**src/hdl/l2_pkg.sv**
```systemverilog
package l2_pkg;

	//////////////////////////////////////////////////////////////////////
	// address split: tag | index | offset
	//////////////////////////////////////////////////////////////////////
	localparam int ADDR_W     = 32;
	localparam int LINE_W     = 128;
	localparam int LINE_IDX_W = 10;
	localparam int OFFSET_W   = 4;
	localparam int TAG_W      = ADDR_W - LINE_IDX_W - OFFSET_W;

	typedef logic [ADDR_W-1:0]     addr_t;
	typedef logic [LINE_W-1:0]     line_t;
	typedef logic [TAG_W-1:0]      tag_t;
	typedef logic [LINE_IDX_W-1:0] idx_t;

	typedef enum logic [2:0] {
		req_none,
		req_i_rd,
		req_d_rd,
		req_d_wr,
		req_tag_ld,
		req_tag_st
	} req_kind_e;

	// tag ops carry the index in addr and the tag word in the low bits of wdata
	typedef struct packed {
		req_kind_e kind;
		addr_t     addr;
		line_t     wdata;
	} l2_req_t;

	typedef struct packed {
		logic valid;
		logic dirty;
		tag_t tag;
	} l2_meta_t;

	typedef enum logic [2:0] {
		st_idle,
		st_lookup,
		st_wb,
		st_fill,
		st_update,
		st_resp
	} ctrl_state_e;

endpackage

```
**src/hdl/l2_req_arb.sv**
```systemverilog
`timescale 1ns/10ps

module l2_req_arb #(
	parameter int LINE_IDX_W = l2_pkg::LINE_IDX_W
) (
	input  logic            clk,
	input  logic            i_rst_n,
	input  logic            i_d_rd,
	input  logic            i_d_wr,
	input  l2_pkg::addr_t   i_d_addr,
	input  l2_pkg::line_t   i_d_wdata,
	input  logic            i_i_rd,
	input  l2_pkg::addr_t   i_i_addr,
	input  logic            i_op_load,
	input  logic            i_op_store,
	input  l2_pkg::addr_t   i_op_index,
	input  logic [31:0]     i_tag_lo,
	input  logic            i_idle,
	output l2_pkg::l2_req_t o_req
);

	l2_pkg::req_kind_e kind_nxt;
	l2_pkg::req_kind_e kind_q;
	l2_pkg::addr_t     addr_nxt;
	l2_pkg::addr_t     addr_q;
	l2_pkg::line_t     wdata_nxt;
	l2_pkg::line_t     wdata_q;
	l2_pkg::addr_t     op_addr;

	// tag ops only care about the index field
	always_comb begin
		op_addr = '0;
		op_addr[l2_pkg::OFFSET_W +: LINE_IDX_W] = i_op_index[l2_pkg::OFFSET_W +: LINE_IDX_W];
	end

	// priority: tag op, data, instruction
	always_comb begin
		kind_nxt  = l2_pkg::req_none;
		addr_nxt  = i_d_addr;
		wdata_nxt = i_d_wdata;
		if (i_op_store) begin
			kind_nxt  = l2_pkg::req_tag_st;
			addr_nxt  = op_addr;
			wdata_nxt = {{(l2_pkg::LINE_W-32){1'b0}}, i_tag_lo};
		end else if (i_op_load) begin
			kind_nxt = l2_pkg::req_tag_ld;
			addr_nxt = op_addr;
		end else if (i_d_wr) begin
			kind_nxt = l2_pkg::req_d_wr;
		end else if (i_d_rd) begin
			kind_nxt = l2_pkg::req_d_rd;
		end else if (i_i_rd) begin
			kind_nxt = l2_pkg::req_i_rd;
			addr_nxt = i_i_addr;
		end
	end

	always_ff @(posedge clk or negedge i_rst_n) begin
		if (!i_rst_n) begin
			kind_q <= l2_pkg::req_none;
		end else if (i_idle) begin
			kind_q <= kind_nxt;
		end
	end

	always_ff @(posedge clk) begin
		if (i_idle) begin
			addr_q  <= addr_nxt;
			wdata_q <= wdata_nxt;
		end
	end

	assign o_req.kind  = kind_q;
	assign o_req.addr  = addr_q;
	assign o_req.wdata = wdata_q;

	// controller works on one request until it goes idle again
	a_hold_stable: assert property (@(posedge clk) disable iff (!i_rst_n)
		!i_idle |=> $stable(o_req.kind));

endmodule

```
**config.mk**
```make
export PLATFORM = sky130hd
export DESIGN_NAME = l2_req_arb
export DESIGN_NICKNAME = d
export VERILOG_FILES = /design/src/hdl/l2_pkg.sv /design/src/hdl/l2_req_arb.sv
export SDC_FILE = /design/constraint.sdc
export NUM_CORES = 1
export LEC_CHECK = 0
export BUFFER_PORTS_ARGS = -buffer_cell sky130_fd_sc_hd__buf_2
export CAP_MARGIN = 5
export CORE_AREA = 5 5 164 166
export DETAILED_ROUTE_END_ITERATION = 7
export DIE_AREA = 0 0 169 171
export GPL_TIMING_DRIVEN = 0
export PLACE_DENSITY = 0.61
export SLEW_MARGIN = 20
export SYNTH_ARGS = -nofsm -noshare
export SYNTH_HDL_FRONTEND = slang
export SYNTH_SLANG_ARGS = --single-unit
```
**constraint.sdc**
```tcl
create_clock -name clk -period 1 [get_ports clk]
set_clock_uncertainty 0.2 [all_clocks]
set_input_delay 0.1 -clock clk [delete_from_list [all_inputs] [get_ports clk]]
set_output_delay 0.1 -clock clk [all_outputs]
set_load 0.05 [all_outputs]
```
==> flow_summary_export.csv <==
group,metric,value,unit
outcome,status,"complete, but fails checks",
outcome,violations,"hold timing, setup timing",
clock_tree,cts.htree.levels,4,
sta,finalCriticalPeriod,1320,ps
sta,hold_viol,94,
power_and_ir_drop,power,20.6,mW
yosys,ys_ff_latch,163,
worst_setup_path,cp_cell_sequence,"buf_6",
power_and_ir_drop,power_density,1570,mW/mm²
drt,drc,0,
worst_setup_path,cp-start-kind,"flip-flop",
hold_path,worstHoldStart,"i_d_rd",
hold_path,min_delay_path_depth,3,
worst_setup_path,r2r_slack,110,ps
worst_setup_path,path_delay_family,"flip-flops",
global_route,grt_max_degree,71,
floorplan,rows,59,
power_and_ir_drop,combPwrFrac,0.261,
worst_setup_path,crit_path_max_fanout,1,
yosys,netlist_instances,437,
power_and_ir_drop,cellInternalPower,14.2,mW
drt,ant_nets,0,
sta,setup_violations,198,
yosys,synth-seq-area-share,0.750,
power_and_ir_drop,pwr-share-seq,0.409,
sta,tns,-45310,ps
yosys,synthesis.nets,701,
power_and_ir_drop,sw_frac_of_total,0.310,
worst_setup_path,crit_start,"addr_q[8]",
sta,max_freq,757,MHz
drt,vias,6033,
placement,port_buffers,404,
yosys,yosysTopAreaCellShare,0.738,
drt,drt-wirelength-per-cell,18.1,µm
yosys,ys_types,18,
clock_tree,clock_latency,410,ps
worst_setup_path,crit_buf_inv,1,
yosys,ys_warn_count,0,
yosys,async_reset_ff_frac,0.0184,
global_route,grt_overflow,0,
clock_tree,max-clock-path-buffers,2,
sta,worstMarginPinSlew,436,ps
worst_setup_path,worstSetupEndpointType,"primary output",
hold_path,hp-class,"input pin to flip-flop",
cells_and_area,drive_gt1_frac,0.537,
cells_and_area,area_growth,102,%
sta,rsz0062_at_grt,"yes",
sta,maxSlewViolCount,0,
sta,hold_slack,-239,ps
floorplan,coreArea,0.0255,mm²
power_and_ir_drop,p_switching,6.38,mW
hold_path,holdPathEnd,"kind_q[1]",
floorplan,dieArea,0.0289,mm²
clock_tree,cts_made_buffers,17,
placement,gp_congestion,0.871,
clock_tree,clock_sinks,163,
yosys,synth_ff_type,"edfxtp_1",
global_route,antenna_found_initial,1,
cells_and_area,nets,1310,
sta,slew_headroom,0.710,
worst_setup_path,timing.rr.start,"kind_q[1]",
sta,setup_ws,-322,ps
clock_tree,clk_root_buffer_cell,"clkbuf_16",
global_route,grt_usage,0.163,
cells_and_area,postLayoutCoreUtil,0.516,
yosys,avgSynthCellArea,14.9,µm²
global_route,first_global_vias,6637,
placement,dpl_worst_slack,-777,ps
power_and_ir_drop,ir_drop,1.12,mV
drt,drt-total-wl,25300,µm
worst_setup_path,cpPeakStageDelay,430,ps
job,cap_violations,0,
worst_setup_path,cp.required,700,ps
power_and_ir_drop,p_clk_frac,0.330,
clock_tree,cts.clk_slew.worst_paths,70,ps
worst_setup_path,arrival,1020,ps
worst_setup_path,r2r_end,"kind_q[1]",
yosys,netlist_area,0.00651,mm²
drt,dr.pass1.iters,4,
floorplan,initial_utilization,0.256,
worst_setup_path,reg2regPathDepth,2,
power_and_ir_drop,p_leak,5.48,nW
drt,via_per_inst,4.32,
drt,drtIter0Drc,342,
floorplan,die_w,169,µm
floorplan,die_h,171,µm
yosys,yosysTopAreaCell,"edfxtp_1",
clock_tree,tritoncts,"done",
sta,min_period_over_period,1.32,
floorplan,pin_count,427,
worst_setup_path,crit_path_top_delay_cell,"edfxtp_1",
worst_setup_path,crit_type,"flip-flop to primary output",
placement,hpwl,15600,µm
global_route,grt_pass1_wl,36400,µm
yosys,synth_edf_count,160,
yosys,synth.area.top_cells,"edfxtp_1 (74%), nor2b_1 (9.3%), mux2_2 (5.5%), a21oi_1 (3.3%), nand2_1 (3.1%)",
[how the worst max path moves through the flow]
stage | to | slack, ps | cells past startpoint
3_3_place_gp | kind_q[1] | -2620 | 3
6_report | o_req[136] | -320 | 1
4_1_cts | o_req[136] | -360 | 1
2_1_floorplan | addr_q[0] | -300 | 5
5_1_grt | o_req[136] | -370 | 1
3_5_place_dp | addr_q[1] | -780 | 5
[kinds of logic after synthesis]
logic type / count (synthesis) / synth area share
AOI/OAI and AO/OA: 47 / 0.0371
muxes: 32 / 0.0554
buffers and inverters: 28 / 0.0217
and+or+nand+nor: 167 / 0.136
DFF: 163 / 0.750
[metal layers]
metal | track usage | part of all wire
met5 | 0 | 0
met4 | 0.0630 | 0.030
met3 | 0.0536 | 0.086
met2 | 0.295 | 0.53
met1 | 0.178 | 0.36
[flip-flops by register name (all words and copies together), names as in the netlist]
name / cells
addr_q: 32
kind_q: 3
wdata_q: 128
[repair_timing]
| action | in CTS | in global routing |
|---|---|---|
| pin swaps | 4 | 14 |
| buffers inserted | 2 | 2 |
| cloned | 4 | 1 |
| hold buffers | 187 | 2 |
| resized for setup | 379 | 111 |
| hold endpoints to repair | 228 | 95 |
| setup endpoints to repair | 376 | 220 |
[cell type report]
cell class,count,area [µm²]
Inverter,2,7.51
Buffer,24,231
Clock buffer,19,433
Fill cell,2055,12300
Clock inverter,13,168
Timing Repair Buffer,592,5080
Antenna cell,1,2.50
Tap cell,335,419
Multi-Input combinational cell,246,1910
Sequential cell,163,4880
[cells in the mapped netlist (2+ instances only)]
cell      count
buf_6         3
nor2_1       13
clkbuf_1     12
buf_2        11
edfxtp_1    160
nand2_1      54
a21oi_1      43
inv_1         2
dfrtp_1       3
nor2b_1      97
mux2_2       32
[layout by cell type (no fill, tap or decap), drive strengths merged, types with 2 or more instances in the layout]
cell / instances
nor2: 13
clkinv: 4
bufinv: 2
nand2: 54
clkbuf: 29
edfxtp: 160
nor2b: 97
dlymetal6s4s: 5
dlygate4sd3: 184
dfrtp: 3
buf: 417
a21oi: 43
mux2: 32
inv: 8
[power groups by stage]
stage	Clock [mW]	Sequential, mW	Combinational [mW]
after floorplan	0	10.4	0.503
after global placement	0	8.43	3.79
after detailed placement	0	8.42	3.82
after CTS	6.95	8.42	5.14
after global routing	7.28	8.48	5.58
final	6.79	8.42	5.37
[through the flow]
stage,instances,instance area (µm²),hold slack [ps]
after global placement,1176,9010,-301
after global routing,1395,13100,-237
after detailed placement,1177,9050,-300
after CTS,1400,12700,-259
final,1395,13100,-239
after floorplan,437,6570,-396
[worst register-to-register path: stages (launching register included)]
cell     delay [ps]
dfrtp_2         430
inv_1            50
o21ai_0          70
(Power assumes the default switching activity.)
