## src/hdl/l2_pkg.sv

```systemverilog
package l2_pkg;

	//////////////////////////////////////////////////////////////////////
	// address split: tag | index | offset
	//////////////////////////////////////////////////////////////////////
	localparam int ADDR_W     = 32;
	localparam int LINE_W     = 128;
	localparam int LINE_IDX_W = 10;
	localparam int OFFSET_W   = 4;
	localparam int TAG_W      = ADDR_W - LINE_IDX_W - OFFSET_W;

	typedef logic [ADDR_W-1:0]     addr_t;
	typedef logic [LINE_W-1:0]     line_t;
	typedef logic [TAG_W-1:0]      tag_t;
	typedef logic [LINE_IDX_W-1:0] idx_t;

	typedef enum logic [2:0] {
		req_none,
		req_i_rd,
		req_d_rd,
		req_d_wr,
		req_tag_ld,
		req_tag_st
	} req_kind_e;

	// tag ops carry the index in addr and the tag word in the low bits of wdata
	typedef struct packed {
		req_kind_e kind;
		addr_t     addr;
		line_t     wdata;
	} l2_req_t;

	typedef struct packed {
		logic valid;
		logic dirty;
		tag_t tag;
	} l2_meta_t;

	typedef enum logic [2:0] {
		st_idle,
		st_lookup,
		st_wb,
		st_fill,
		st_update,
		st_resp
	} ctrl_state_e;

endpackage

```

## src/hdl/l2_ctrl.sv

```systemverilog
`timescale 1ns/10ps

module l2_ctrl (
	input  logic             clk,
	input  logic             i_rst_n,
	input  l2_pkg::l2_req_t  i_req,
	input  logic             i_hit,
	input  l2_pkg::l2_meta_t i_meta,
	input  logic             i_init_done,
	input  logic             i_mem_ready,
	output logic             o_idle,
	output logic             o_meta_we,
	output l2_pkg::l2_meta_t o_meta_wdata,
	output logic             o_data_we,
	output logic             o_src_client,
	output logic             o_mem_rd,
	output logic             o_mem_wr,
	output logic             o_mem_wb,
	output logic             o_resp_from_fill,
	output logic             o_i_ready,
	output logic             o_d_ready,
	output logic             o_op_ready,
	output logic             o_tag_w
);

	localparam int META_W = $bits(l2_pkg::l2_meta_t);

	l2_pkg::ctrl_state_e state_q;
	l2_pkg::ctrl_state_e state_nxt;
	logic                armed_q;
	logic                from_fill_q;
	logic                accept;
	logic                victim_dirty;
	logic                is_write;
	logic                is_tag_op;
	logic                resp;
	l2_pkg::tag_t        req_tag;

	assign req_tag      = i_req.addr[l2_pkg::ADDR_W-1 -: l2_pkg::TAG_W];
	assign is_write     = (i_req.kind == l2_pkg::req_d_wr);
	assign is_tag_op    = (i_req.kind == l2_pkg::req_tag_ld) | (i_req.kind == l2_pkg::req_tag_st);
	assign victim_dirty = i_meta.valid & i_meta.dirty;

	// armed_q means the arbiter sampled fresh inputs at the last edge
	assign accept = (state_q == l2_pkg::st_idle) & armed_q & (i_req.kind != l2_pkg::req_none);
	assign o_idle = (state_q == l2_pkg::st_idle) & i_init_done & ~accept;

	//////////////////////////////////////////////////////////////////////
	// next state
	//////////////////////////////////////////////////////////////////////
	always_comb begin
		state_nxt = state_q;
		case (state_q)
			l2_pkg::st_idle: begin
				if (accept) begin
					state_nxt = l2_pkg::st_lookup;
				end
			end
			l2_pkg::st_lookup: begin
				if (is_tag_op || i_hit) begin
					state_nxt = l2_pkg::st_resp;
				end else if (victim_dirty) begin
					state_nxt = l2_pkg::st_wb;
				end else if (is_write) begin
					// full line write, nothing to fetch
					state_nxt = l2_pkg::st_resp;
				end else begin
					state_nxt = l2_pkg::st_fill;
				end
			end
			l2_pkg::st_wb: begin
				if (i_mem_ready) begin
					state_nxt = is_write ? l2_pkg::st_resp : l2_pkg::st_fill;
				end
			end
			l2_pkg::st_fill: begin
				if (i_mem_ready) begin
					state_nxt = l2_pkg::st_update;
				end
			end
			l2_pkg::st_update: state_nxt = l2_pkg::st_resp;
			default: state_nxt = l2_pkg::st_idle;
		endcase
	end

	always_ff @(posedge clk or negedge i_rst_n) begin
		if (!i_rst_n) begin
			state_q     <= l2_pkg::st_idle;
			armed_q     <= 1'b0;
			from_fill_q <= 1'b0;
		end else begin
			state_q <= state_nxt;
			armed_q <= o_idle;
			if (state_q == l2_pkg::st_idle) begin
				from_fill_q <= 1'b0;
			end else if (state_q == l2_pkg::st_fill && i_mem_ready) begin
				from_fill_q <= 1'b1;
			end
		end
	end

	//////////////////////////////////////////////////////////////////////
	// outputs
	//////////////////////////////////////////////////////////////////////
	assign resp      = (state_q == l2_pkg::st_resp);
	assign o_mem_wr  = (state_q == l2_pkg::st_wb);
	assign o_mem_wb  = (state_q == l2_pkg::st_wb);
	assign o_mem_rd  = (state_q == l2_pkg::st_fill);

	// fill lands in update, client writes and tag stores at the ready edge
	assign o_data_we    = (state_q == l2_pkg::st_update) | (resp & is_write);
	assign o_src_client = is_write;
	assign o_meta_we    = (state_q == l2_pkg::st_update) |
		(resp & (is_write | (i_req.kind == l2_pkg::req_tag_st)));

	always_comb begin
		if (i_req.kind == l2_pkg::req_tag_st) begin
			o_meta_wdata = l2_pkg::l2_meta_t'(i_req.wdata[META_W-1:0]);
		end else begin
			o_meta_wdata.valid = 1'b1;
			o_meta_wdata.dirty = is_write;
			o_meta_wdata.tag   = req_tag;
		end
	end

	assign o_resp_from_fill = from_fill_q;
	assign o_i_ready  = resp & (i_req.kind == l2_pkg::req_i_rd);
	assign o_d_ready  = resp & ((i_req.kind == l2_pkg::req_d_rd) | is_write);
	assign o_op_ready = resp & is_tag_op;
	assign o_tag_w    = resp & (i_req.kind == l2_pkg::req_tag_ld);

	a_mem_excl: assert property (@(posedge clk) disable iff (!i_rst_n)
		!(o_mem_rd && o_mem_wr));

	a_ready_onehot: assert property (@(posedge clk) disable iff (!i_rst_n)
		$onehot0({o_i_ready, o_d_ready, o_op_ready}));

endmodule

```

## config.mk

```make
export PLATFORM = sky130hd
export DESIGN_NAME = l2_ctrl
export DESIGN_NICKNAME = d
export VERILOG_FILES = /design/src/hdl/l2_pkg.sv /design/src/hdl/l2_ctrl.sv
export SDC_FILE = /design/constraint.sdc
export NUM_CORES = 1
export LEC_CHECK = 0
export ABC_AREA = 1
export ABC_CLOCK_PERIOD_IN_PS = 1400
export BUFFER_PORTS_ARGS = -buffer_cell sky130_fd_sc_hd__buf_2
export CORE_AREA = 3 3 84 86
export DETAILED_ROUTE_END_ITERATION = 12
export DIE_AREA = 0 0 87 89
export GPL_ROUTABILITY_DRIVEN = 0
export PLACE_DENSITY = 0.62
export SYNTH_ARGS = -nofsm -noshare
export SYNTH_HDL_FRONTEND = slang
export SYNTH_SLANG_ARGS = --single-unit
```

## constraint.sdc

```tcl
create_clock -name clk -period 1.4 [get_ports clk]
set_input_delay 0.14 -clock clk [delete_from_list [all_inputs] [get_ports clk]]
set_output_delay 0.14 -clock clk [all_outputs]
set_load 0.01 [all_outputs]
```

==> run_results.csv, run 1 <==
group,metric,value,unit
worst_setup_path,reg2reg_from,"state_q[2]$_DFFE_PN0P_",
worst_hold_path,hold_path.startpoint,"i_init_done",
clock_network,cts_buffers,3,
clock_network,clkSlewWorstSetupHoldPaths,40,ps
yosys,syn_inst,128,
layout,final_util,19.8,%
layout,multi_input_area,494,um2
worst_setup_path,worstPathMaxFanout,6,
floorplan,die_w,87,um
yosys,ys_types,16,
yosys,synth_nets,316,
yosys,synth_most_common_cell,"nand2_1",
floorplan,die-area,7740,um2
worst_setup_path,r2r_cells,6,
timing,slew_headroom,78.7,%
yosys,synth-async-reset-ratio,100,%
grt,antenna_found_initial,0,
route,ant_nets,0,
worst_hold_path,hp-class,"in2reg",
clock_network,clock_path_buffers,2,
layout,syn_to_final_growth,98.6,%
worst_setup_path,cp.required,1260,ps
clock_network,htreeDepth,1,
yosys,yosys.area.top_type,"nand2_1",
route,wl_per_cell,11.4,um
clock_network,cts_sinks,5,
place,port_buffers,79,
layout,n_antenna_cell,0,
yosys,synth_common_cells,"77 x nand2_1, 11 x inv_1, 6 x nand3_1, 6 x nor2_1, 5 x dfrtp_1",
layout,fillCellCount,723,
yosys,ys_seq_elements,5,
layout,stdcell_count,289,
route,first_iter_violations,17,
run_status,outcome,"finished clean",
worst_setup_path,criticalPathCategory,"reg2out",
timing,rsz0062_at_grt,"true",
worst_setup_path,ff2ff_setup_slack,160,ps
floorplan,coreArea,6350,um2
timing,maxSlewViolCount,0,
power,powerDensity,1010,nW/um2
grt,grt_pass1_wl,4380,um
worst_setup_path,worst_ep_arrival_time,1220,ps
yosys,synth.avg_cell_area,4.96,um2
route,firstDrtPassIters,4,
floorplan,row_count,29,
yosys,synth_ff_type,"dfrtp_1",
yosys,synth_top_area_share,45.6,%
timing,fin_crit,1360,ps
place,dp.cells,283,
route,viasPerCell,3.71,
route,vias,1073,
worst_setup_path,timing.rr.end,"state_q[0]$_DFFE_PN0P_",
grt,grt_overflow,0,
floorplan,io_pins,220,
place,dp_hpwl,2750,um
timing,setup_viol,0,
yosys,yosysWarnings,0,
clock_network,cts_tree,"built",
worst_setup_path,worstSetupStartpointType,"register",
power,vdd_ir_drop_max,0.773,mV
job,drv_cap,0,
place,pre_cts_ws,84.4,ps
route,remaining_drc_errors,0,
timing,hold_viol,0,
yosys,ys_seq_area_share,19.7,%
worst_setup_path,crit_path_end_kind,"output port",
grt,grt_use_total,7.37,%
timing,max_slew.worst_pin.slew,317,ps
floorplan,die_h,89,um
timing,skew,6.58,ps
timing,min_period_over_period,97.4,%
yosys,synthTopCellsByArea,"nand2_1 46%, dfrtp_1 20%, inv_1 6.5%",
route,wirelength,3300,um
timing,postLayoutSetupSlackWorst,36.5,ps
yosys,synth_enable_flop_cells,0,
yosys,synth_area,634,um2
layout,num-nets-final,401,
grt,grt_max_degree,20,
clock_network,cts_root_buf,"clkbuf_8",
clock_network,clk_latency,230,ps
timing,clock.fmax,733,MHz
worst_hold_path,min_to,"armed_q$_DFF_PN0_",
floorplan,start_util,9.99,%
grt,grt_pass1_vias,911,
worst_hold_path,min_path_cells,3,
power,finalPower,1270,uW
power,power_leakage,0.000758,uW
layout,drive_above_1_share,49.1,%
layout,seq_area,129,um2
-- cell type report --
type,instances,share of cell area (%)
multi-input combinational,106,39.2
clock inverter,1,0.397
tap,77,7.65
inverter,13,4.07
sequential,5,10.2
clock buffer,3,3.28
timing repair buffer,84,35.2
-- worst max-delay path: stages, from the launching register on --
cell and delay [ps]:
dfrtp_2 460, nor3_4 220, nand2_2 90, nor2_2 90, buf_2 140
-- registers in the layout, summed over array words and instances, names as in the netlist --
register,cells
armed_q,1
o_resp_from_fill,1
state_q,3
-- layer usage --
layer	GRT usage, %	vias to the layer above	part of all wire [%]
met5	0	-	0
met4	1.27	0	0
met3	3.41	0	14
met2	12.1	52	47
met1	8.98	463	40
li1	-	558	-
-- cell families (layout without fill, tap and decap cells) --
group	Yosys count	count (layout)	synth area share [%]
flip-flops	5	5	19.7
buffers and inverters	17	101	12.0
AND/OR/NAND/NOR	98	98	61.9
AO/OA/AOI/OAI	8	8	6.31
-- worst max path at each step --
stage	startpoint	end	slack (ps)	depth (start not counted)
2_1_floorplan	state_q[1]$_DFFE_PN0P_	o_tag_w	270	3
6_report	state_q[2]$_DFFE_PN0P_	o_idle	40	4
4_1_cts	state_q[1]$_DFFE_PN0P_	o_tag_w	-30	4
3_3_place_gp	i_req[161]	o_meta_wdata[19]	110	7
5_1_grt	state_q[2]$_DFFE_PN0P_	o_idle	-50	4
3_5_place_dp	i_req[161]	o_meta_wdata[19]	80	7
-- layout by cell type, fill, tap and decap left out, types with 2 or more instances in the layout --
cell,n
a21oi_1,4
buf_2,79
buf_4,3
clkbuf_8,3
dfrtp_1,2
dfrtp_2,3
inv_1,9
inv_2,3
nand2_1,76
nand3_1,5
nor2_1,4
nor2_2,2
nor2_4,2
nor3_1,2
o21ai_0,2
o21ai_1,2
-- power by group --
group	switching (uW)	total, uW	internal, uW
Combinational	389	696	307
Sequential	94.4	299	205
Clock	82.7	275	192
-- stage by stage --
step / hold slack [ps] / TNS, ps / instance area [um2]
detailed placement: -35.1 / 0 / 1120
global placement: -38.8 / 0 / 1120
CTS: 136 / -45.6 / 1200
global route: 163 / -51.8 / 1260
finish: 148 / 0 / 1260
floorplan: -156 / 0 / 634
-- what timing repair did --
item                                    in CTS  in global routing
hold buffers                                 1                  0
pin swaps                                    1                  1
hold endpoints to repair                     5                  0
buffers inserted                             1                  0
cloned                                       0                  0
resized for setup                            4                 18
endpoints found under the setup margin       5                 16
Power figures use the tool's default switching activity.
==> inputs of run 2 (changes only) <==
--- a/config.mk
+++ b/config.mk
@@ -8,11 +8,11 @@
 export ABC_AREA = 1
 export ABC_CLOCK_PERIOD_IN_PS = 1400
 export BUFFER_PORTS_ARGS = -buffer_cell sky130_fd_sc_hd__buf_2
-export CORE_AREA = 3 3 84 86
+export CORE_AREA = 2 2 86 88
 export DETAILED_ROUTE_END_ITERATION = 12
-export DIE_AREA = 0 0 87 89
+export DIE_AREA = 0 0 88 90
 export GPL_ROUTABILITY_DRIVEN = 0
-export PLACE_DENSITY = 0.62
+export PLACE_DENSITY = 0.59
 export SYNTH_ARGS = -nofsm -noshare
 export SYNTH_HDL_FRONTEND = slang
 export SYNTH_SLANG_ARGS = --single-unit
==> run_results.csv, run 2 (synthesis gave the netlist of run 1 again) <==
group,metric,value,unit
route,top_layer_used,"met4",
floorplan,die_w,88,um
worst_setup_path,criticalPathCategory,"reg2out",
worst_setup_path,worstSetupStartpointType,"register",
layout,num-nets-final,410,
clock_network,cts_tree,"built",
layout,drive_above_1_share,51.1,%
grt,grt_pass1_vias,980,
place,dp_hpwl,2970,um
power,vdd_ir_drop_max,0.560,mV
timing,min_period_over_period,96.2,%
layout,layout_common_cells,"79 x buf_2, 75 x nand2_1, 10 x buf_4",
route,dr_wl_met2,1510,um
power,power_leakage,0.000799,uW
grt,antenna_found_initial,0,
power,power_switching,551,uW
power,seqPwrFrac,22.4,%
place,port_buffers,79,
timing,whs,143,ps
route,vias,1089,
layout,top_register,"state_q",
timing,clock.fmax,743,MHz
worst_setup_path,worst_ep_arrival_time,1210,ps
route,dr_wl_met3,700,um
worst_setup_path,worstPathMaxFanout,6,
floorplan,row_count,31,
power,sw_frac_of_total,43.0,%
clock_network,cts_buffers,3,
timing,rsz0062_at_grt,"true",
layout,n_antenna_cell,0,
clock_network,clkSlewWorstSetupHoldPaths,40,ps
floorplan,coreArea,7020,um2
clock_network,cts_sinks,5,
timing,fin_crit,1350,ps
grt,grt_pass1_wl,4950,um
timing,maxSlewViolCount,0,
route,firstDrtPassIters,4,
clock_network,cts_root_buf,"clkbuf_8",
route,first_iter_violations,39,
grt,grt_max_degree,20,
run_status,outcome,"finished clean",
floorplan,start_util,9.04,%
timing,setup_viol,0,
timing,skew,1.46,ps
grt,grt_overflow,0,
floorplan,die-area,7920,um2
clock_network,clk_latency,220,ps
clock_network,clock_path_buffers,2,
clock_network,htreeDepth,1,
timing,max_slew.worst_pin.slew,326,ps
floorplan,io_pins,220,
timing,slew_headroom,78.1,%
grt,grt_use_total,8.23,%
worst_hold_path,hp-class,"in2reg",
route,viasPerCell,3.40,
power,powerDensity,951,nW/um2
power,intPower,732,uW
layout,largest_reg_flops,3,
power,finalPower,1280,uW
route,remaining_drc_errors,0,
job,drv_cap,0,
layout,fillCellCount,816,
layout,syn_to_final_growth,113,%
worst_setup_path,crit_path_end_kind,"output port",
route,met1Wirelength,1390,um
route,wirelength,3610,um
timing,hold_viol,0,
worst_setup_path,cp.required,1260,ps
layout,final_common_cell,"buf_2",
power,combPwrFrac,57.1,%
route,ant_nets,0,
floorplan,die_h,90,um
route,wl_per_cell,11.3,um
power,clkPwrFrac,20.5,%
[run 2: cell count changes in the layout (fill, tap and decap cells not counted), sizes merged]
cell and delta:
buf +8, clkbuf +1
[run 2: metrics by stage]
stage	area (um2)	utilization (%)	std cells	TNS, ps	worst slack, ps
floorplan	634	-	128	0	271
global placement	1160	16.5	306	-105	-44.0
detailed placement	1160	16.5	306	-111	-43.5
CTS	1230	17.5	311	-0.506	-0.506
global route	1350	19.2	320	-44.8	-23.4
finish	1350	19.2	320	0	53.6
[run 2: final cells by class]
type / count / area, um2 / share of cell area [%]
repair buffers: 92 / 503 / 37.3
clock buffers: 4 / 45.0 / 3.34
multi-input cells: 106 / 488 / 36.2
repair inverters: 1 / 6.26 / 0.464
well taps: 99 / 124 / 9.18
flip-flops and latches: 5 / 129 / 9.55
inverters: 13 / 53.8 / 3.99
[run 2: metal layers]
metal	track usage (%)	up-vias
met5	0	-
met4	1.54	0
met3	5.88	2
met2	11.9	55
met1	9.93	456
li1	-	576
[run 2: power groups by stage]
stage               clock [uW]  sequential, uW  combinational [uW]
floorplan                    0             248                 342
CTS                        270             265                 633
global route               284             295                 822
detailed placement           0             255                 617
finish                     263             288                 732
global placement             0             252                 611
[run 2: final timing paths]
kind	from	endpoint	slack (ps)	depth (start not counted)
worst max-delay path	state_q[0]$_DFFE_PN0P_	o_idle	50	4
worst min-delay path	i_init_done	armed_q$_DFF_PN0_	140	3
worst max register to register	state_q[0]$_DFFE_PN0P_	state_q[1]$_DFFE_PN0P_	220	6
worst min register to register	o_resp_from_fill$_DFFE_PN0P_	o_resp_from_fill$_DFFE_PN0P_	540	2
max in group asynchronous	i_rst_n	state_q[0]$_DFFE_PN0P_	990	2
min in group asynchronous	i_rst_n	armed_q$_DFF_PN0_	260	2
[run 2: timing repair]
item,CTS,global route
endpoints found under the hold margin,5,0
cloned,0,2
hold buffers,1,0
pin swaps,1,3
buffers inserted,0,7
gates resized for setup,5,20
setup endpoints to repair,8,12
[run 2: critical path, cell delays in order, from the launching register on]
cell	delay, ps
dfrtp_2	460
nor3_4	220
nand2_2	80
nor2_2	90
buf_2	130
